### src/logic/ppu_settings.svh
`ifndef PPU_SETTINGS_SVH
`define PPU_SETTINGS_SVH

// raster geometry
`define SCREEN_WIDTH        256
`define DOTS_PER_LINE       341
`define LINES_PER_FRAME     262
`define FIRST_VISIBLE_LINE  1
`define LAST_VISIBLE_LINE   240
`define VBLANK_LINE         241
`define NMI_DOTS            3
`define LEFT_CLIP_DOTS      8
`define PAL_ENTRIES         32

// ppumask bit positions
`define MASK_GREY           0
`define MASK_BG_LEFT        1
`define MASK_SP_LEFT        2
`define MASK_BG_EN          3
`define MASK_SP_EN          4

// colour bits that survive greyscale
`define GREY_KEEP           6'h30

`endif

### src/logic/ppu_pkg.sv
`default_nettype none

`include "ppu_settings.svh"

package ppu_pkg;

    // raster position
    typedef logic [$clog2(`DOTS_PER_LINE)-1:0] dot_t;
    typedef logic [$clog2(`LINES_PER_FRAME)-1:0] line_t;

    // {palette group, pixel}, pixel 0 is transparent
    typedef logic [3:0] color_idx_t;
    // top bit picks the sprite half
    typedef logic [$clog2(`PAL_ENTRIES)-1:0] pal_addr_t;
    typedef logic [5:0] pal_color_t;
    typedef logic [7:0] mask_t;
    typedef logic [$clog2(`SCREEN_WIDTH)-1:0] pix_idx_t;

    // vertical phase of the frame
    typedef enum logic [1:0] {PRE_SL, VIS_SL, POST_SL, VBLANK_SL} vs_state_t;

    // horizontal phase of the line
    typedef enum logic [2:0] {
        SL_PRE_CYC,
        IDLE_CYC,
        SP_PRE_CYC,
        TL_PRE_CYC,
        GARB_CYC
    } hs_state_t;

endpackage

`default_nettype wire

### src/logic/raster_timer.sv
`default_nettype none

`include "ppu_settings.svh"

module raster_timer import ppu_pkg::*; (
    input  wire  clk,
    input  wire  rst_n,
    input  logic ppu_clk_en,
    input  logic nmi_en,
    input  logic sp_zero_hit,
    output logic render_window,
    output logic left_edge,
    output logic line_end,
    output logic status_vblank,
    output logic status_sp_zero,
    output logic nmi_n
);

    localparam dot_t  LAST_DOT    = dot_t'(`DOTS_PER_LINE - 1);
    localparam dot_t  LAST_PIXEL  = dot_t'(`SCREEN_WIDTH - 1);
    localparam dot_t  SP_END_DOT  = dot_t'(320);
    localparam dot_t  TL_END_DOT  = dot_t'(336);
    localparam line_t LAST_LINE   = line_t'(`LINES_PER_FRAME - 1);
    localparam line_t PRE_LINE    = line_t'(`FIRST_VISIBLE_LINE - 1);
    localparam line_t LAST_VIS    = line_t'(`LAST_VISIBLE_LINE);
    localparam line_t VBLANK_LINE = line_t'(`VBLANK_LINE);

    dot_t      dot;
    line_t     line;
    vs_state_t vs_state, vs_next;
    hs_state_t hs_state, hs_next;
    logic      last_dot;
    logic      frame_clr;

    assign last_dot = (dot == LAST_DOT);

    always_ff @(posedge clk or negedge rst_n) begin
        if (!rst_n) begin
            dot  <= '0;
            line <= '0;
        end else if (ppu_clk_en) begin
            if (last_dot) begin
                dot  <= '0;
                line <= (line == LAST_LINE) ? '0 : line + line_t'(1);
            end else begin
                dot <= dot + dot_t'(1);
            end
        end
    end

    // horizontal phases
    always_ff @(posedge clk or negedge rst_n) begin
        if (!rst_n) begin
            hs_state <= SL_PRE_CYC;
        end else if (ppu_clk_en) begin
            hs_state <= hs_next;
        end
    end

    always_comb begin
        hs_next = hs_state;
        case (hs_state)
            SL_PRE_CYC: hs_next = (dot < LAST_PIXEL) ? SL_PRE_CYC : IDLE_CYC;
            IDLE_CYC:   hs_next = SP_PRE_CYC;
            SP_PRE_CYC: hs_next = (dot < SP_END_DOT) ? SP_PRE_CYC : TL_PRE_CYC;
            TL_PRE_CYC: hs_next = (dot < TL_END_DOT) ? TL_PRE_CYC : GARB_CYC;
            GARB_CYC:   hs_next = last_dot ? SL_PRE_CYC : GARB_CYC;
            default:    hs_next = SL_PRE_CYC;
        endcase
    end

    // vertical phases change on the last dot of a line
    always_ff @(posedge clk or negedge rst_n) begin
        if (!rst_n) begin
            vs_state <= PRE_SL;
        end else if (ppu_clk_en) begin
            vs_state <= vs_next;
        end
    end

    always_comb begin
        vs_next = vs_state;
        case (vs_state)
            PRE_SL:    vs_next = (last_dot && line == PRE_LINE) ? VIS_SL : PRE_SL;
            VIS_SL:    vs_next = (last_dot && line == LAST_VIS) ? POST_SL : VIS_SL;
            POST_SL:   vs_next = (last_dot && line == VBLANK_LINE) ? VBLANK_SL : POST_SL;
            VBLANK_SL: vs_next = (last_dot && line == LAST_LINE) ? PRE_SL : VBLANK_SL;
            default:   vs_next = PRE_SL;
        endcase
    end

    assign render_window = (vs_state == VIS_SL) && (hs_state == SL_PRE_CYC);
    assign left_edge     = (hs_state == SL_PRE_CYC) && (dot < dot_t'(`LEFT_CLIP_DOTS));
    assign line_end      = (hs_state == GARB_CYC) && last_dot;

    // status flags clear on the first dot of the pre-render line
    assign frame_clr = (vs_state == PRE_SL) && (dot == '0);

    always_ff @(posedge clk or negedge rst_n) begin
        if (!rst_n) begin
            status_vblank  <= 1'b0;
            status_sp_zero <= 1'b0;
        end else if (ppu_clk_en) begin
            if (frame_clr) begin
                status_vblank  <= 1'b0;
                status_sp_zero <= 1'b0;
            end else begin
                if (vs_state == POST_SL && dot == '0) begin
                    status_vblank <= 1'b1;
                end
                if (sp_zero_hit) begin
                    status_sp_zero <= 1'b1;
                end
            end
        end
    end

    // nmi held low for the first few dots of vblank
    assign nmi_n = !(nmi_en && vs_state == POST_SL && dot < dot_t'(`NMI_DOTS));

    a_dot_range: assert property (@(posedge clk) disable iff (!rst_n)
        dot <= LAST_DOT);

    a_end_outside_window: assert property (@(posedge clk) disable iff (!rst_n)
        !(last_dot && render_window));

endmodule

`default_nettype wire

### config.mk
export PLATFORM = sky130hd
export DESIGN_NAME = raster_timer
export DESIGN_NICKNAME = d
export VERILOG_FILES = /design/src/logic/ppu_pkg.sv /design/src/logic/raster_timer.sv
export VERILOG_INCLUDE_DIRS = /design/src /design/src/logic
export SDC_FILE = /design/constraint.sdc
export NUM_CORES = 1
export LEC_CHECK = 0
export BUFFER_PORTS_ARGS = -buffer_cell sky130_fd_sc_hd__buf_2
export CAP_MARGIN = 20
export CORE_UTILIZATION = 40
export CTS_CLUSTER_DIAMETER = 80
export CTS_CLUSTER_SIZE = 20
export DETAILED_ROUTE_END_ITERATION = 10
export GPL_ROUTABILITY_DRIVEN = 0
export GPL_TIMING_DRIVEN = 0
export PLACE_DENSITY = 0.54
export SLEW_MARGIN = 20
export SYNTH_ARGS = -nofsm -noshare
export SYNTH_HDL_FRONTEND = slang
export SYNTH_SLANG_ARGS = --single-unit
### constraint.sdc
create_clock -name clk -period 3.35 [get_ports clk]
set_clock_uncertainty 0.2 [all_clocks]
set_input_delay 0.335 -clock clk [delete_from_list [all_inputs] [get_ports clk]]
set_output_delay 0.335 -clock clk [all_outputs]
set_load 0.01 [all_outputs]
==> impl_metrics.py, run 1 <==
metrics = {
    "yosys": {
        "synth_area_sq_um": 1450,
        "synth_edf_count": 0,
        "yosysTopAreaCellShare_pct": 43.1,
        "synth_common_cells": "25 x dfrtp_1, 11 x nand3_1, 10 x nor3_1",
        "netlist_instances": 155,
        "ys_top_cells_by_area": "dfrtp_1 43%, ha_1 4.3%, nand4_1 3.9%, nand3_1 3.8%, and3_1 3.5%",
        "synth.most_common_cell": "dfrtp_1",
        "synthArstFlopShare_pct": 100,
        "yosysSeqAreaShare_pct": 43.1,
        "synth_cell_type_count": 38,
        "yosys_warnings": 0,
        "synthesis.nets": 165,
        "syn_avg_cell_area_sq_um": 9.36,
        "synth_ff_type": "dfrtp_1",
        "ys_seq_elements": 25,
        "synth_largest_area_cell": "dfrtp_1",
    },
    "place": {
        "pre_cts_ws_ns": 1.45,
        "place_area_sq_um": 1550,
        "dp_hpwl_mm": 2.25,
        "port_buffers": 9,
    },
    "grt": {
        "gr-total-overflow": 0,
        "grt-busiest-layer": "met1",
        "grt.met3_usage_pct": 2.57,
        "grt_usage_pct": 17.9,
        "grt_pass1_vias": 1119,
        "grt_pass1_wl_mm": 5.43,
        "use_met2_pct": 25.4,
        "antenna_found_initial": 0,
        "grt_util_met1_pct": 27.5,
        "grt_start_max_net_pins": 26,
    },
    "flow_run": {
        "max_cap_violations": 0,
    },
    "timing": {
        "final-setup-viol-count": 0,
        "tightest_slew_ns": 0.559,
        "rsz0062_at_grt": "no",
        "fin_ws_ns": 1.11,
        "period_needed_ns": 2.24,
        "max-slew-margin-rel_pct": 62.7,
        "drv_slew": 0,
        "post-route-period-util_pct": 67.0,
        "setup_tns_ns": 0,
        "fmax_mhz": 446,
        "hold_viol_final": 0,
    },
    "setup_path": {
        "critical_path.startpoint": "dot[3]",
        "reg2reg_depth": 7,
        "reg2reg_to": "line[2]",
        "crit_arrival_ns": 1.71,
        "startpoint_type": "flop",
        "r2r_slack_ns": 1.43,
        "cp_data_required_time_ns": 2.81,
        "crit_fanout": 8,
        "worstReg2RegStart": "dot[0]",
        "endpoint_kind": "output port",
        "worstSetupPathType": "flop to output port",
    },
    "power_and_ir_drop": {
        "power_leakage_uw": 0.000749,
        "power.density_nw_per_um2": 448,
        "ir_drop_mv": 0.190,
    },
    "routing": {
        "vias_per_cell": 5.75,
        "ant_nets": 0,
        "dr_total_vias": 1237,
        "wl_per_cell_um": 14.3,
        "drt_pass1_iterations": 4,
        "drt-total-wl_mm": 3.07,
        "drtIter0Drc": 61,
        "drcViolationCount": 0,
    },
    "die": {
        "io_pins": 11,
        "die_area_sq_um": 3870,
        "die_x_um": 62.2,
        "core-area_sq_um": 3420,
        "rows": 21,
        "die_h_um": 62.2,
        "initial_utilization_pct": 42.5,
    },
    "clocking": {
        "clock-root-buffer": "clkbuf_4",
        "cts_setup_buffers": 0,
        "hold_buffers": 1,
        "h-tree-depth": 1,
        "cts_tree": "done",
        "clk_latency_ns": 0.33,
        "cts_buffers": 3,
        "cts_resized": 0,
        "cts.path.max_buffers": 2,
        "cts.sink_count": 25,
        "clkTransAtPathRegs_ns": 0.14,
    },
    "cells_and_area": {
        "area_delta_synth_final_pct": 9.66,
        "stdcell_area_sq_um": 1590,
        "nets": 180,
        "drive_above_1_share_pct": 11.8,
        "n_antenna_cell": 0,
    },
    "min_path": {
        "hold_path.startpoint": "sp_zero_hit",
        "worstHoldEndpoint": "status_sp_zero",
        "hold_depth": 3,
        "hp-class": "input pin to flop",
    },
    "run_status": {
        "status": "complete, no violations",
    },
}
==> placed cells by master, fill, tap and decap left out, types with 3 or more instances in the layout <==
| cell | Yosys | layout |
|---|---|---|
| mux2_1 | 3 | 3 |
| a31oi_1 | 5 | 5 |
| nor2b_1 | 4 | 4 |
| o21ai_0 | 3 | 3 |
| inv_1 | 7 | 7 |
| and3_1 | 8 | 8 |
| o21ai_1 | 4 | 4 |
| clkbuf_4 | 0 | 3 |
| buf_2 | 2 | 11 |
| nand2_1 | 9 | 9 |
| nor3_1 | 10 | 10 |
| nor2_1 | 8 | 8 |
| dfrtp_1 | 25 | 25 |
| nand4_1 | 9 | 9 |
| and4_1 | 4 | 4 |
| ha_1 | 5 | 5 |
| nand3_1 | 11 | 11 |
| xnor2_1 | 3 | 3 |
| a21oi_1 | 9 | 9 |
==> worst max path at each step <==
| stage | endpoint | slack (ns) | cells after the start |
|---|---|---|---|
| floorplan | line[2] | 1.59 | 7 |
| global placement | line[2] | 1.47 | 7 |
| detailed placement | line[2] | 1.45 | 7 |
| CTS | line_end | 1.12 | 4 |
| global route | line_end | 0.98 | 4 |
| finish | line_end | 1.11 | 4 |
==> per-stage QoR <==
step                      utilization (%)  power (uW)  hold slack, ns  std cells
final                                46.6         713          0.0387        215
after global routing                 46.6         772          0.0425        215
after CTS                            46.6         716          0.0402        215
after detailed placement             45.5         574           0.170        210
after global placement               45.5         568           0.159        210
after floorplan                         -         523          -0.161        155
==> state kept, by name, summed over array words and instances (netlist names) <==
name            count
status_vblank       1
dot                 9
vs_state            2
hs_state            3
line                9
status_sp_zero      1
==> cell type report <==
| type | count | area, sq um |
|---|---|---|
| Multi-Input combinational cell | 116 | 751 |
| Inverter | 7 | 26.3 |
| Timing Repair Buffer | 10 | 55.1 |
| Clock inverter | 1 | 5.00 |
| Clock buffer | 3 | 22.5 |
| Tap cell | 46 | 57.6 |
| Fill cell | 374 | 1830 |
| Sequential cell | 25 | 626 |
| Buffer | 7 | 47.5 |
==> logic make-up after synthesis <==
family	synth area share, %
compound gates	12.6
xor+xnor	3.02
fa+ha+maj	4.31
buf+inv	5.09
flops	43.1
mux	3.71
simple gates	28.1
==> critical path, cell delays in order, from the launching register on <==
cell     delay, ns
dfrtp_1       0.49
nor3_4        0.36
and3_1        0.26
and3_1        0.16
buf_2         0.12
==> where the power goes <==
group / total, uW / internal, uW / leakage, uW / switching [uW]
logic: 181 / 73.4 / 0.000423 / 108
registers: 391 / 339 / 0.000308 / 52.0
clock network: 141 / 44.9 / 0.0000177 / 95.9
==> layer usage <==
layer  routed length [um]  vias up  part of all wire, %
li1                     -      594                    -
met1                 1570      611                   51
met2                 1320       27                   43
met3                  120        5                  3.9
met4                   50        0                  1.6
met5                    0        -                    0
No activity file was read; power rests on OpenSTA's default activity.
==> run 2, diff against run 1 <==
--- a/config.mk
+++ b/config.mk
@@ -14,7 +14,7 @@
 export DETAILED_ROUTE_END_ITERATION = 10
 export GPL_ROUTABILITY_DRIVEN = 0
 export GPL_TIMING_DRIVEN = 0
-export PLACE_DENSITY = 0.54
+export PLACE_DENSITY = 0.56
 export SLEW_MARGIN = 20
 export SYNTH_ARGS = -nofsm -noshare
 export SYNTH_HDL_FRONTEND = slang
==> constraint.sdc (replaced) <==
create_clock -name clk -period 2.05 [get_ports clk]
set_clock_uncertainty 0.2 [all_clocks]
set_input_delay 0.205 -clock clk [delete_from_list [all_inputs] [get_ports clk]]
set_output_delay 0.205 -clock clk [all_outputs]
set_load 0.01 [all_outputs]
==> run 2 against run 1 <==
Worst hold slack improved by 0.029 ns; combinational power increased by 81%; cell area rose by 4.3%; critical endpoint unchanged; power is 70% higher.
==> impl_metrics.py, run 2 (synthesized netlist as in run 1, its figures left out) <==
metrics = {
    "run_status": {
        "status": "complete, no violations",
    },
    "min_path": {
        "hp-class": "input pin to flop",
        "hold_path.startpoint": "ppu_clk_en",
    },
    "setup_path": {
        "r2r_slack_ns": 0.19,
        "endpoint_kind": "output port",
        "startpoint_type": "flop",
        "cp_data_required_time_ns": 1.64,
        "critical_path.startpoint": "dot[7]",
        "worstReg2RegStart": "dot[1]",
        "worstSetupPathType": "flop to output port",
        "crit_arrival_ns": 1.57,
        "crit_fanout": 6,
    },
    "cells_and_area": {
        "final_common_cell": "dfrtp_1",
        "fillers": 348,
        "utilization_pct": 48.6,
        "reg_top3": "dot (9), line (9), hs_state (3)",
        "drive_above_1_share_pct": 18.3,
        "layout_common_cells": "21 x dfrtp_1, 11 x nand3_1, 10 x buf_2",
        "nets": 186,
        "area_delta_synth_final_pct": 14.4,
        "n_antenna_cell": 0,
    },
    "timing": {
        "fmax_mhz": 506,
        "tightest_slew_ns": 0.571,
        "drv_slew": 0,
        "rsz0062_at_grt": "yes",
        "max-slew-margin-rel_pct": 62.0,
        "post-route-period-util_pct": 96.4,
        "period_needed_ns": 1.98,
        "setup_tns_ns": 0,
        "final-setup-viol-count": 0,
        "hold_viol_final": 0,
        "hold_ws_ns": 0.0679,
    },
    "routing": {
        "vias_per_cell": 5.50,
        "dr_total_vias": 1215,
        "ant_nets": 0,
        "wl_per_cell_um": 14.3,
        "drtIter0Drc": 77,
        "drt_pass1_iterations": 4,
        "drcViolationCount": 0,
        "drt-total-wl_mm": 3.17,
    },
    "power_and_ir_drop": {
        "power.density_nw_per_um2": 730,
        "ir_drop_mv": 0.337,
        "power_leakage_uw": 0.000769,
    },
    "clocking": {
        "clk_latency_ns": 0.33,
        "cts.sink_count": 25,
        "clock-root-buffer": "clkbuf_4",
        "clkTransAtPathRegs_ns": 0.16,
        "cts.path.max_buffers": 2,
        "h-tree-depth": 1,
        "cts_buffers": 3,
        "cts_tree": "done",
    },
    "place": {
        "dp_hpwl_mm": 2.31,
        "port_buffers": 9,
    },
    "die": {
        "core-area_sq_um": 3420,
        "die_area_sq_um": 3870,
        "die_x_um": 62.2,
        "io_pins": 11,
        "initial_utilization_pct": 42.5,
        "die_h_um": 62.2,
        "rows": 21,
    },
    "flow_run": {
        "max_cap_violations": 0,
    },
    "grt": {
        "grt_pass1_vias": 1221,
        "grt_start_max_net_pins": 26,
        "grt_usage_pct": 18.7,
        "antenna_found_initial": 0,
        "gr-total-overflow": 0,
        "grt_pass1_wl_mm": 5.78,
    },
}
[run 2: path summary, 6_finish.rpt]
kind | end | depth (start not counted)
max | line_end | 4
min | dot[2] | 3
max reg2reg | line[2] | 7
min reg2reg | status_vblank | 1
max in group asynchronous | dot[6] | 2
min in group asynchronous | hs_state[0] | 2
[run 2: through the flow]
step	power [uW]	cells	worst slack (ns)	area, sq um
finish	1210	221	0.0731	1660
CTS	1190	217	0.00864	1610
detailed placement	939	210	0.163	1550
floorplan	855	155	0.289	1450
global placement	925	210	0.174	1550
global route	1300	221	-0.0216	1660
[run 2: layout make-up]
type	count	area (sq um)	area share [%]
buffer	7	50.0	3.02
clock buffer	4	26.3	1.58
inverter	7	26.3	1.58
multi-input combinational	116	766	46.2
sequential	25	631	38.0
tap	46	57.6	3.47
timing repair buffer	16	103	6.18
[run 2: metal layers]
| layer | vias up | track usage, % | wire [um] |
|---|---|---|---|
| li1 | 608 | - | - |
| met1 | 585 | 27.6 | 1650 |
| met2 | 18 | 28.2 | 1400 |
| met3 | 4 | 2.39 | 88 |
| met4 | 0 | 6.10 | 25 |
| met5 | - | 0 | 0 |
[run 2: power by group]
part           switching [uW]  internal [uW]  total, uW
registers                87.5            558        646
clock network             161           76.3        238
logic                     184            144        328
[run 2: worst max-delay path, stage by stage (launching register included)]
cell and delay (ns):
dfrtp_2 0.49, nor3_4 0.26, and3_4 0.23, and3_1 0.15, buf_2 0.12
[run 2: timing repair]
action                     4_1_cts  5_1_grt
resized for setup                3        8
setup endpoints to repair        1        3
setup buffers                    1        4
hold endpoints to repair        26        0
pin swaps                        1        1
hold buffers                     2        0
