`src/logic/ppu_settings.svh`:
```
`ifndef PPU_SETTINGS_SVH
`define PPU_SETTINGS_SVH

// raster geometry
`define SCREEN_WIDTH        256
`define DOTS_PER_LINE       341
`define LINES_PER_FRAME     262
`define FIRST_VISIBLE_LINE  1
`define LAST_VISIBLE_LINE   240
`define VBLANK_LINE         241
`define NMI_DOTS            3
`define LEFT_CLIP_DOTS      8
`define PAL_ENTRIES         32

// ppumask bit positions
`define MASK_GREY           0
`define MASK_BG_LEFT        1
`define MASK_SP_LEFT        2
`define MASK_BG_EN          3
`define MASK_SP_EN          4

// colour bits that survive greyscale
`define GREY_KEEP           6'h30

`endif

```
`src/logic/ppu_pkg.sv`:
```
`default_nettype none

`include "ppu_settings.svh"

package ppu_pkg;

    // raster position
    typedef logic [$clog2(`DOTS_PER_LINE)-1:0] dot_t;
    typedef logic [$clog2(`LINES_PER_FRAME)-1:0] line_t;

    // {palette group, pixel}, pixel 0 is transparent
    typedef logic [3:0] color_idx_t;
    // top bit picks the sprite half
    typedef logic [$clog2(`PAL_ENTRIES)-1:0] pal_addr_t;
    typedef logic [5:0] pal_color_t;
    typedef logic [7:0] mask_t;
    typedef logic [$clog2(`SCREEN_WIDTH)-1:0] pix_idx_t;

    // vertical phase of the frame
    typedef enum logic [1:0] {PRE_SL, VIS_SL, POST_SL, VBLANK_SL} vs_state_t;

    // horizontal phase of the line
    typedef enum logic [2:0] {
        SL_PRE_CYC,
        IDLE_CYC,
        SP_PRE_CYC,
        TL_PRE_CYC,
        GARB_CYC
    } hs_state_t;

endpackage

`default_nettype wire

```
`src/logic/pixel_mixer.sv`:
```
`default_nettype none

`include "ppu_settings.svh"

module pixel_mixer import ppu_pkg::*; (
    input  wire        clk,
    input  wire        rst_n,
    input  logic       ppu_clk_en,
    input  mask_t      mask,
    input  color_idx_t bg_idx,
    input  color_idx_t sp_idx,
    input  logic       sp_prio,
    input  logic       sp_zero,
    input  logic       render_window,
    input  logic       left_edge,
    input  logic       pal_we,
    input  pal_addr_t  pal_waddr,
    input  pal_color_t pal_wdata,
    output pal_color_t pix_color,
    output logic       sp_zero_hit
);

    pal_color_t pal_mem [`PAL_ENTRIES];

    logic       bg_on, sp_on;
    color_idx_t bg_gated, sp_gated;
    logic       bg_opaque, sp_opaque;
    logic       sp_wins;
    pal_addr_t  pal_raddr;
    pal_color_t pal_entry;

    // layer enable and left column clip
    assign bg_on = mask[`MASK_BG_EN] && !(left_edge && !mask[`MASK_BG_LEFT]);
    assign sp_on = mask[`MASK_SP_EN] && !(left_edge && !mask[`MASK_SP_LEFT]);

    assign bg_gated = bg_on ? bg_idx : '0;
    assign sp_gated = sp_on ? sp_idx : '0;

    assign bg_opaque = (bg_gated[1:0] != 2'b00);
    assign sp_opaque = (sp_gated[1:0] != 2'b00);

    // sp_prio set puts the sprite behind an opaque background
    assign sp_wins = sp_opaque && (!bg_opaque || !sp_prio);

    always_comb begin
        if (sp_wins) begin
            pal_raddr = {1'b1, sp_gated};
        end else begin
            pal_raddr = {1'b0, bg_gated};
        end
    end

    // flat palette, no entry mirroring
    always_ff @(posedge clk or negedge rst_n) begin
        if (!rst_n) begin
            for (int i = 0; i < `PAL_ENTRIES; i++) begin
                pal_mem[i] <= '0;
            end
        end else if (ppu_clk_en && pal_we) begin
            pal_mem[pal_waddr] <= pal_wdata;
        end
    end

    assign pal_entry = pal_mem[pal_raddr];

    // greyscale keeps only the luma column
    assign pix_color = mask[`MASK_GREY] ? (pal_entry & `GREY_KEEP) : pal_entry;

    assign sp_zero_hit = render_window && sp_zero && bg_opaque && sp_opaque;

    a_pal_addr_known: assert property (@(posedge clk) disable iff (!rst_n)
        (ppu_clk_en && pal_we) |-> !$isunknown(pal_waddr));

endmodule

`default_nettype wire

```
`config.mk`:
```
export PLATFORM = sky130hd
export DESIGN_NAME = pixel_mixer
export DESIGN_NICKNAME = d
export VERILOG_FILES = /design/src/logic/ppu_pkg.sv /design/src/logic/pixel_mixer.sv
export VERILOG_INCLUDE_DIRS = /design/src /design/src/logic
export SDC_FILE = /design/constraint.sdc
export NUM_CORES = 1
export LEC_CHECK = 0
export BUFFER_PORTS_ARGS = -buffer_cell sky130_fd_sc_hd__buf_2
export CAP_MARGIN = 20
export CELL_PAD_IN_SITES_DETAIL_PLACEMENT = 1
export CELL_PAD_IN_SITES_GLOBAL_PLACEMENT = 2
export CORE_MARGIN = 2
export CORE_UTILIZATION = 40
export CTS_BUF_LIST = sky130_fd_sc_hd__clkbuf_16
export CTS_CLUSTER_DIAMETER = 150
export DETAILED_ROUTE_END_ITERATION = 8
export HOLD_SLACK_MARGIN = 0.03
export MAX_ROUTING_LAYER = met4
export PLACE_DENSITY = 0.8
export RECOVER_POWER = 100
export SLEW_MARGIN = 0
export SYNTH_ARGS = -nofsm -noshare
export SYNTH_HDL_FRONTEND = slang
export SYNTH_SLANG_ARGS = --single-unit
```
`constraint.sdc`:
```
create_clock -name clk -period 3.95 [get_ports clk]
set_clock_uncertainty 0.1 [all_clocks]
set_input_delay 0.395 -clock clk [delete_from_list [all_inputs] [get_ports clk]]
set_output_delay 0.395 -clock clk [all_outputs]
set_load 0.03 [all_outputs]
```
==> results of run 1 <==
## report_power, final
| group | switching, mW | internal (mW) |
|---|---|---|
| Combinational | 0.451 | 0.351 |
| Clock | 0.833 | 0.955 |
| Sequential | 0.132 | 2.22 |
| Total | 1.42 | 3.53 |
## logic make-up (layout without fill, tap and decap cells)
| logic type | after synthesis | in the layout | synth area share |
|---|---|---|---|
| compound gates | 98 | 98 | 0.0753 |
| buf+inv | 60 | 91 | 0.0340 |
| flops | 192 | 192 | 0.512 |
| mux | 205 | 205 | 0.244 |
| simple gates | 280 | 280 | 0.135 |
## metal layers
| metal | wire (um) | part of all wire | vias to the layer above |
|---|---|---|---|
| li1 | - | - | 3055 |
| met1 | 12600 | 0.48 | 3479 |
| met2 | 12200 | 0.46 | 124 |
| met3 | 973 | 0.037 | 33 |
| met4 | 540 | 0.021 | 0 |
| met5 | 0 | 0 | - |
## cell type report
type	instances	area, um^2
sequential	192	4800
tap	319	399
clock buffer	17	425
clock inverter	15	173
fill	2506	12800
timing repair buffer	59	398
multi-input combinational	583	4290
## metrics by stage
step,area [um^2],power (mW),hold WS (ns)
finish,10500,4.95,0.407
global route,10500,5.18,0.415
CTS,10500,4.99,0.0686
detailed placement,9880,3.20,0.394
global placement,9880,3.16,0.386
floorplan,9390,2.91,-0.000591
## worst paths after layout
kind | start | to | cells after the start
setup / recovery | left_edge | pix_color[1] | 9
hold / removal | pal_mem[54] | pal_mem[54] | 1
setup reg to reg | pal_mem[136] | pal_mem[136] | 1
hold reg to reg | pal_mem[54] | pal_mem[54] | 1
max in group asynchronous | rst_n | pal_mem[5] | 4
min in group asynchronous | rst_n | pal_mem[45] | 2
## worst max-delay path: stages
cell and delay, ns:
buf_2 0.11, nand2b_1 0.12, and2_1 0.40, and3_1 0.33, a41o_1 0.56, nand2_1 0.30, o221ai_1 0.46, o211ai_1 0.20
clkbuf_1 0.24
## synth_stat cells (5+ instances only)
cell	count	share of area
and3_1	9	0.0060
clkbuf_1	29	0.012
nand4_1	27	0.018
a32oi_1	9	0.0084
a22oi_1	7	0.0056
a21oi_1	28	0.015
dfrtp_1	192	0.51
o211ai_1	12	0.0096
nand2_1	161	0.064
nor2_1	22	0.0088
mux2_2	192	0.23
a31oi_1	6	0.0040
nor2b_1	5	0.0033
buf_4	12	0.0096
buf_2	15	0.0080
mux2i_1	13	0.014
nand3_1	34	0.018
o21ai_0	5	0.0027
==> flow_metrics.py, run 1 <==
metrics = {
    "die": {
        "initial_core_util": 0.404,
        "die_h_um": 157,
        "design.die.area_um2": 24700,
        "coreArea_um2": 23300,
        "rows": 56,
        "fp.dieW_um": 157,
        "io_pins": 42,
    },
    "detailed_routing": {
        "ant_nets": 0,
        "drt-total-wl_um": 26300,
        "via_per_inst": 5.65,
        "wl_per_cell_um": 22.2,
        "vias": 6691,
        "drt_pass1_iterations": 4,
        "drt_drc_violations_left": 0,
        "first_iter_violations": 428,
    },
    "outcome": {
        "violations": "capacitance limit, slew limit",
        "status": "finished, violations left",
    },
    "timing": {
        "worst_slack_ns": 0.321,
        "period_share": 0.919,
        "setup_viol": 0,
        "rsz0062_at_grt": "false",
        "fin_tns_setup_ns": 0,
        "fin_crit_ns": 3.63,
        "fmax_ghz": 0.276,
        "drv_slew": 56,
        "relSlewSlack": -0.829,
        "tightest_slew_ns": 2.74,
        "timing.final.hold_violations": 0,
    },
    "clocking": {
        "htree_levels": 4,
        "clk_pin_slew_ns": 0.07,
        "cts_num_sinks": 192,
        "post_cts_resized": 0,
        "clkLatencyLatePin_ns": 0.44,
        "clockBufferDepth": 2,
        "postCtsHoldBufs": 0,
        "postCtsSetupBuffers": 0,
        "numCtsBuffers": 17,
        "cts_tree": "built",
        "cts_root_buf": "clkbuf_16",
    },
    "global_route": {
        "met3_usage": 0.0449,
        "grt_use_met2": 0.342,
        "grt_max_degree": 127,
        "grt_pass1_vias": 6923,
        "grt_pass1_wl_um": 41100,
        "grt_util_met1": 0.318,
        "antenna_found_initial": 0,
        "grt-busiest-layer": "met2",
        "grt_usage": 0.229,
        "grt-ovfl-total": 0,
    },
    "yosys": {
        "yosysWarnings": 0,
        "netlist_area_um2": 9390,
        "synth_seq_cells": 192,
        "synth-seq-area-share": 0.512,
        "yosysUniqueCellTypes": 47,
        "synth_edf_count": 0,
        "postSynth.asyncResetShare": 1.00,
        "syn_nets": 870,
        "synthFlopType": "dfrtp_1",
        "avgSynthCellArea_um2": 11.2,
        "syn_inst": 835,
    },
    "finish": {
        "nets": 888,
        "layout_common_cells": "192 x mux2_2, 192 x dfrtp_1, 161 x nand2_1",
        "areaGrowthSynthToFinish_pct": 11.7,
        "drive_above_1_share": 0.327,
        "largest_reg_flops": 192,
        "layout.cells.non_filler": 1185,
        "reg_top3": "pal_mem: 192 flops",
        "fin_util": 0.451,
        "n_antenna_cell": 0,
        "top_register": "pal_mem",
    },
    "setup_path": {
        "start_kind": "primary input",
        "cp.arrival_ns": 3.13,
        "required_ns": 3.45,
        "worstPathMaxFanout": 14,
        "worst_setup_path_end_kind": "primary output",
        "worst-setup-path-type": "primary input to primary output",
        "worst-r2r-setup-slack_ns": 3.07,
    },
    "min_path": {
        "worstHoldPathType": "flip-flop to flip-flop",
    },
    "power": {
        "p_leak_nw": 4.70,
        "ir_worst_vdd_mv": 0.319,
        "p_per_area_nw_per_um2": 471,
    },
    "placed_design": {
        "portBuffers": 38,
        "place_ws_ns": 0.417,
        "routabilityCongestion": 0.887,
        "dp_cells": 1151,
        "dp_hpwl_um": 17100,
    },
    "flow_run": {
        "cap_violations": 2,
    },
}
(Power assumes the default switching activity.)
==> run 2, diff against run 1 <==
--- a/config.mk
+++ b/config.mk
@@ -6,6 +6,7 @@
 export SDC_FILE = /design/constraint.sdc
 export NUM_CORES = 1
 export LEC_CHECK = 0
+export ABC_AREA = 1
 export BUFFER_PORTS_ARGS = -buffer_cell sky130_fd_sc_hd__buf_2
 export CAP_MARGIN = 20
 export CELL_PAD_IN_SITES_DETAIL_PLACEMENT = 1
@@ -17,7 +18,7 @@
 export DETAILED_ROUTE_END_ITERATION = 8
 export HOLD_SLACK_MARGIN = 0.03
 export MAX_ROUTING_LAYER = met4
-export PLACE_DENSITY = 0.8
+export PLACE_DENSITY = 0.89
 export RECOVER_POWER = 100
 export SLEW_MARGIN = 0
 export SYNTH_ARGS = -nofsm -noshare
==> run 2 against run 1 <==
Net effect: the run still ends with capacitance limit, slew limit left; synthesized cell count increased by 41%; synthesized area decreased by 2.8%; routed wire length increased by 4.2%; critical path depth increased by 9; sequential power about the same; worst hold slack got worse by 0.020 ns; maximum frequency increased by 3.4%; non-clock buffer count increased by 2; final cell count increased by 24%; critical path type unchanged.
==> flow_metrics.py, run 2 <==
metrics = {
    "setup_path": {
        "worst-r2r-setup-slack_ns": 3.10,
        "cpPeakStageDelay_ns": 0.39,
        "crit_chain": "buf_2 -> nand2_1 -> nand3_1 -> nand2_1 -> nand2_1 -> nand2_2 -> clkbuf_2 -> nand2_1 -> o21ai_4 -> buf_12 -> nand3_1 -> nand3_1 -> nand3_1 -> nand2_1 -> nand2_1 -> nand2_1 -> nor2_1 -> clkbuf_2",
        "worst_setup_path_end_kind": "primary output",
        "crit_slowest_cell": "clkbuf_2",
        "cp.arrival_ns": 3.02,
        "r2r_cells": 2,
        "required_ns": 3.45,
        "worstPathMaxFanout": 48,
        "r2r_end": "pal_mem[174]",
        "crit_top_cell": "nand2_1",
        "timing.rr.start": "pal_mem[174]",
        "worst-setup-path-type": "primary input to primary output",
        "start_kind": "primary input",
    },
    "yosys": {
        "synth_top_family_by_area": "simple AND/OR/NAND/NOR gates",
        "netlist_area_um2": 9130,
        "syn_nets": 1215,
        "synthTopCellsByCount": "482 x nand2_1, 192 x dfrtp_1, 192 x o21ai_0",
        "synth_compound_area_frac": 0.117,
        "postSynth.asyncResetShare": 1.00,
        "synth_area_leader_cell": "dfrtp_1",
        "synth_seq_cells": 192,
        "synth_edf_count": 0,
        "yosysUniqueCellTypes": 21,
        "syn_inst": 1180,
        "yosys-mux-area-fraction": 0,
        "avgSynthCellArea_um2": 7.74,
        "netlist_top_cells_area": "dfrtp_1 53%, nand2_1 20%, o21ai_0 11%, nand3_1 9.3%, clkbuf_1 2.2%",
        "synth_top_area_share": 0.526,
        "synthFlopType": "dfrtp_1",
        "synth-seq-area-share": 0.526,
        "synthXorXnorAreaFrac": 0,
        "yosysMostFrequentCell": "nand2_1",
        "synthSimpleGateAreaFrac": 0.300,
        "synth_fa_ha_area_frac": 0,
        "yosysWarnings": 0,
    },
    "die": {
        "coreArea_um2": 22500,
        "initial_core_util": 0.406,
        "io_pins": 42,
        "rows": 55,
        "design.die.area_um2": 24000,
        "die_h_um": 155,
        "fp.dieW_um": 155,
    },
    "flow_run": {
        "cap_violations": 1,
    },
    "clocking": {
        "cts_root_buf": "clkbuf_16",
        "cts_tree": "built",
        "htree_levels": 4,
        "clkLatencyLatePin_ns": 0.44,
        "clockBufferDepth": 2,
        "clk_pin_slew_ns": 0.07,
        "postCtsSetupBuffers": 0,
        "cts_num_sinks": 192,
        "numCtsBuffers": 17,
    },
    "power": {
        "p_leak_nw": 4.71,
        "p_total_mw": 4.98,
        "p_per_area_nw_per_um2": 492,
        "ir_worst_vdd_mv": 0.276,
    },
    "finish": {
        "mostFrequentLayoutCell": "nand2_1",
        "n_antenna_cell": 0,
        "top_register": "pal_mem",
        "reg_top3": "pal_mem: 192 flops",
        "areaGrowthSynthToFinish_pct": 10.7,
        "drive_above_1_share": 0.0787,
        "nets": 1205,
        "layout_common_cells": "480 x nand2_1, 192 x o21ai_0, 192 x dfrtp_1",
        "largest_reg_flops": 192,
    },
    "min_path": {
        "hp-start": "pal_mem[173]",
        "min_to": "pal_mem[173]",
        "worstHoldPathType": "flip-flop to flip-flop",
        "hold_depth": 2,
    },
    "global_route": {
        "grt_pass1_vias": 8203,
        "antenna_found_initial": 0,
        "grt_pass1_wl_um": 44900,
        "grt_max_degree": 96,
        "grt_usage": 0.246,
        "grt-ovfl-total": 0,
    },
    "placed_design": {
        "dp_hpwl_um": 16800,
        "portBuffers": 38,
        "routabilityCongestion": 0.748,
    },
    "timing": {
        "setup_viol": 0,
        "period_share": 0.889,
        "fin_tns_setup_ns": 0,
        "timing.final.hold_violations": 0,
        "fmax_ghz": 0.285,
        "rsz0062_at_grt": "false",
        "drv_slew": 95,
        "tightest_slew_ns": 2.56,
        "relSlewSlack": -0.703,
        "fin_crit_ns": 3.51,
    },
    "detailed_routing": {
        "drt_pass1_iterations": 4,
        "vias": 7977,
        "drt-total-wl_um": 27400,
        "ant_nets": 0,
        "drt_drc_violations_left": 0,
        "wl_per_cell_um": 18.7,
        "first_iter_violations": 596,
        "via_per_inst": 5.44,
    },
    "outcome": {
        "status": "finished, violations left",
        "violations": "capacitance limit, slew limit",
    },
}
run 2: worst max path at each step:
stage	startpoint	end	slack, ns	cells after the start
floorplan	mask[2]	pix_color[0]	1.34	15
global placement	left_edge	pix_color[0]	0.63	18
detailed placement	left_edge	pix_color[3]	0.63	18
CTS	left_edge	pix_color[3]	0.61	18
global route	left_edge	pix_color[1]	0.17	18
finish	left_edge	pix_color[1]	0.44	18
run 2: kinds of logic (layout without fill, tap and decap cells):
logic type | Yosys count | count (layout)
AND/OR/NAND/NOR | 669 | 669
AO/OA/AOI/OAI | 206 | 206
flip-flops | 192 | 192
buffers and inverters | 113 | 115
run 2: area by class of cell:
type	count	area, um^2
well taps	285	357
fillers	2796	12400
inverters	23	86.3
repair buffers	61	452
clock buffers	17	425
flip-flops and latches	192	4800
clock inverters	14	154
multi-input cells	875	3830
run 2: power breakdown:
part / internal, mW / switching (mW) / leakage (nW) / total [mW]
clock network: 0.941 / 0.816 / 0.273 / 1.76
logic: 0.291 / 0.570 / 1.87 / 0.861
registers: 2.22 / 0.140 / 2.56 / 2.36
total: 3.45 / 1.53 / 4.71 / 4.98
run 2: repair_timing:
item                      4_1_cts  5_1_grt
hold endpoints to repair       93        0
resized for setup               0        0
hold buffers                    1        0
run 2: worst max-delay path, delay by kind of cell:
kind,cells,cell delay [ns]
AND/OR/NAND/NOR,13,1.54
AO/OA/AOI/OAI,1,0.10
buffers and inverters,4,0.96
run 2: per-stage QoR:
step	utilization	hold slack (ns)	instance area, um^2	setup slack [ns]	instances
finish	0.449	0.387	10100	0.439	1467
CTS	0.448	0.390	10100	0.611	1464
global placement	0.421	0.365	9480	0.626	1432
detailed placement	0.421	0.373	9480	0.630	1432
floorplan	-	-0.000591	9130	1.34	1180
global route	0.449	0.413	10100	0.168	1467
run 2: metal layers:
metal  up-vias  global-route usage  share of wire
met2       106               0.390           0.47
met4         0              0.0639          0.015
li1       3827                   -              -
met1      4021               0.339           0.49
met3        23              0.0273          0.026
met5         -                   -              0
==> run 3, diff against run 2 <==
--- a/config.mk
+++ b/config.mk
@@ -7,7 +7,6 @@
 export NUM_CORES = 1
 export LEC_CHECK = 0
 export ABC_AREA = 1
-export BUFFER_PORTS_ARGS = -buffer_cell sky130_fd_sc_hd__buf_2
 export CAP_MARGIN = 20
 export CELL_PAD_IN_SITES_DETAIL_PLACEMENT = 1
 export CELL_PAD_IN_SITES_GLOBAL_PLACEMENT = 2
@@ -16,9 +15,10 @@
 export CTS_BUF_LIST = sky130_fd_sc_hd__clkbuf_16
 export CTS_CLUSTER_DIAMETER = 150
 export DETAILED_ROUTE_END_ITERATION = 8
+export DONT_BUFFER_PORTS = 1
 export HOLD_SLACK_MARGIN = 0.03
 export MAX_ROUTING_LAYER = met4
-export PLACE_DENSITY = 0.89
+export PLACE_DENSITY = 0.86
 export RECOVER_POWER = 100
 export SLEW_MARGIN = 0
 export SYNTH_ARGS = -nofsm -noshare
==> run 3 against run 2 <==
Net effect: the run ends with hold timing left; sequential share of layout area increased by 0.76 points; non-clock buffer count decreased by 34; global-route usage decreased by 0.66 points; sequential cell count unchanged; die area unchanged; clock power decreased by 9.7%; worst hold slack got worse by 0.83 ns; first-iteration DRC count decreased by 13%.
==> flow_metrics.py, run 3 (same netlist as run 2, synthesis figures left out) <==
metrics = {
    "detailed_routing": {
        "via_per_inst": 5.38,
        "ant_nets": 0,
        "drt_drc_violations_left": 0,
        "drt_pass1_iterations": 5,
        "first_iter_violations": 516,
        "drt-total-wl_um": 26800,
        "vias": 7716,
        "wl_per_cell_um": 18.7,
    },
    "global_route": {
        "grt_pass1_wl_um": 43400,
        "grt_pass1_vias": 7805,
        "grt_usage": 0.239,
        "grt_max_degree": 193,
        "grt-ovfl-total": 0,
        "antenna_found_initial": 0,
    },
    "clocking": {
        "clockBufferDepth": 2,
        "htree_levels": 4,
        "clk_pin_slew_ns": 0.07,
        "cts_tree": "built",
        "cts_num_sinks": 192,
        "postCtsSetupBuffers": 0,
        "numCtsBuffers": 17,
        "clkLatencyLatePin_ns": 0.44,
        "post_cts_resized": 0,
        "cts_root_buf": "clkbuf_16",
    },
    "power": {
        "comb_power_share": 0.172,
        "swShare": 0.303,
        "clockPowerShare": 0.334,
        "intPower_mw": 3.32,
        "p_total_mw": 4.76,
        "p_per_area_nw_per_um2": 479,
        "p_leak_nw": 4.60,
        "seqPwrFrac": 0.494,
        "ir_worst_vdd_mv": 0.245,
        "p_switching_mw": 1.44,
    },
    "placed_design": {
        "dp_hpwl_um": 16800,
        "dpl_cell_area_um2": 9400,
        "portBuffers": 0,
        "routabilityCongestion": 0.826,
    },
    "timing": {
        "setup_viol": 0,
        "fin_crit_ns": 3.50,
        "fmax_ghz": 0.286,
        "drv_slew": 0,
        "tightest_slew_ns": 0.998,
        "period_share": 0.886,
        "hold_ws_ns": -0.448,
        "fin_tns_setup_ns": 0,
        "rsz0062_at_grt": "false",
        "relSlewSlack": 0.334,
        "timing.final.hold_violations": 192,
    },
    "finish": {
        "top_register": "pal_mem",
        "final_area_um2": 9950,
        "regArea_um2": 4800,
        "n_antenna_cell": 0,
        "largest_reg_flops": 192,
        "mostFrequentLayoutCell": "nand2_1",
        "drive_above_1_share": 0.0557,
        "layout_common_cells": "481 x nand2_1, 192 x o21ai_0, 192 x dfrtp_1",
        "nets": 1171,
        "areaGrowthSynthToFinish_pct": 8.99,
        "multi_input_area_um2": 3830,
        "nFillCells": 2738,
        "reg_top3": "pal_mem: 192 flops",
    },
    "outcome": {
        "status": "finished, violations left",
        "violations": "hold timing",
    },
    "setup_path": {
        "r2r_end": "pal_mem[103]",
        "crit_slowest_cell": "clkbuf_4",
        "worst-r2r-setup-slack_ns": 3.12,
        "start_kind": "primary input",
        "timing.rr.start": "pal_mem[103]",
        "worst-setup-path-type": "primary input to primary output",
        "crit_chain": "inv_1 -> nand2_1 -> nand3_1 -> nand2_1 -> nand2_1 -> nand2_2 -> nand2_1 -> nand2_1 -> clkbuf_4 -> nand2_1 -> nand3_1 -> nand3_1 -> nand3_1 -> a21oi_1 -> nor2_1 -> buf_4",
        "worst_setup_path_end_kind": "primary output",
        "cp.arrival_ns": 3.01,
        "required_ns": 3.45,
        "crit_top_cell": "nand2_1",
        "worstPathMaxFanout": 42,
        "r2r_cells": 2,
        "cpPeakStageDelay_ns": 0.50,
    },
    "die": {
        "coreArea_um2": 22500,
        "io_pins": 42,
        "die_h_um": 155,
        "initial_core_util": 0.406,
        "design.die.area_um2": 24000,
        "fp.dieW_um": 155,
        "rows": 55,
    },
    "flow_run": {
        "cap_violations": 0,
    },
    "min_path": {
        "worstHoldPathType": "primary input to asynchronous set/reset pin",
    },
}
==> run 3: routing by layer <==
metal,vias to the layer above,part of all wire,GRT usage
met1,3842,0.50,0.335
li1,3753,-,-
met2,92,0.47,0.372
met3,29,0.025,0.0315
met4,0,0.011,0.0573
met5,-,0,-
==> run 3: power by group through the flow <==
stage / Clock (mW) / Sequential [mW] / Combinational, mW
after floorplan: 0 / 2.35 / 0.585
after global placement: 0 / 2.38 / 0.793
after detailed placement: 0 / 2.39 / 0.825
after CTS: 1.62 / 2.35 / 0.828
after global routing: 1.70 / 2.38 / 0.937
final: 1.59 / 2.35 / 0.820
==> run 3: metrics by stage <==
stage	instances	worst slack (ns)	util	hold slack (ns)
finish	1434	0.450	0.442	-0.448
global route	1434	0.158	0.442	-0.473
CTS	1432	0.492	0.441	-0.463
detailed placement	1400	0.486	0.418	0.00714
global placement	1398	0.511	0.415	0.00857
floorplan	1180	1.34	-	-0.000591
==> run 3: final cells by class <==
| cell class | instances | area share |
|---|---|---|
| tap | 285 | 0.0358 |
| timing repair buffer | 27 | 0.0352 |
| clock buffer | 17 | 0.0428 |
| multi-input combinational | 875 | 0.385 |
| inverter | 23 | 0.00868 |
| clock inverter | 15 | 0.00943 |
| sequential | 192 | 0.483 |
==> run 3: how the worst max path moves through the flow <==
stage	startpoint	endpoint	slack, ns	cells past startpoint
after floorplan	mask[2]	pix_color[0]	1.34	15
after global placement	mask[2]	pix_color[2]	0.51	13
after detailed placement	mask[2]	pix_color[2]	0.49	13
after CTS	mask[2]	pix_color[2]	0.49	13
after global routing	mask[1]	pix_color[1]	0.16	16
final	mask[1]	pix_color[3]	0.45	16
==> run 3: worst max-delay path, delay by kind of cell <==
kind / cells / cell delay, ns
AO/OA/AOI/OAI: 1 / 0.07
buffers and inverters: 3 / 0.70
AND/OR/NAND/NOR: 12 / 1.78
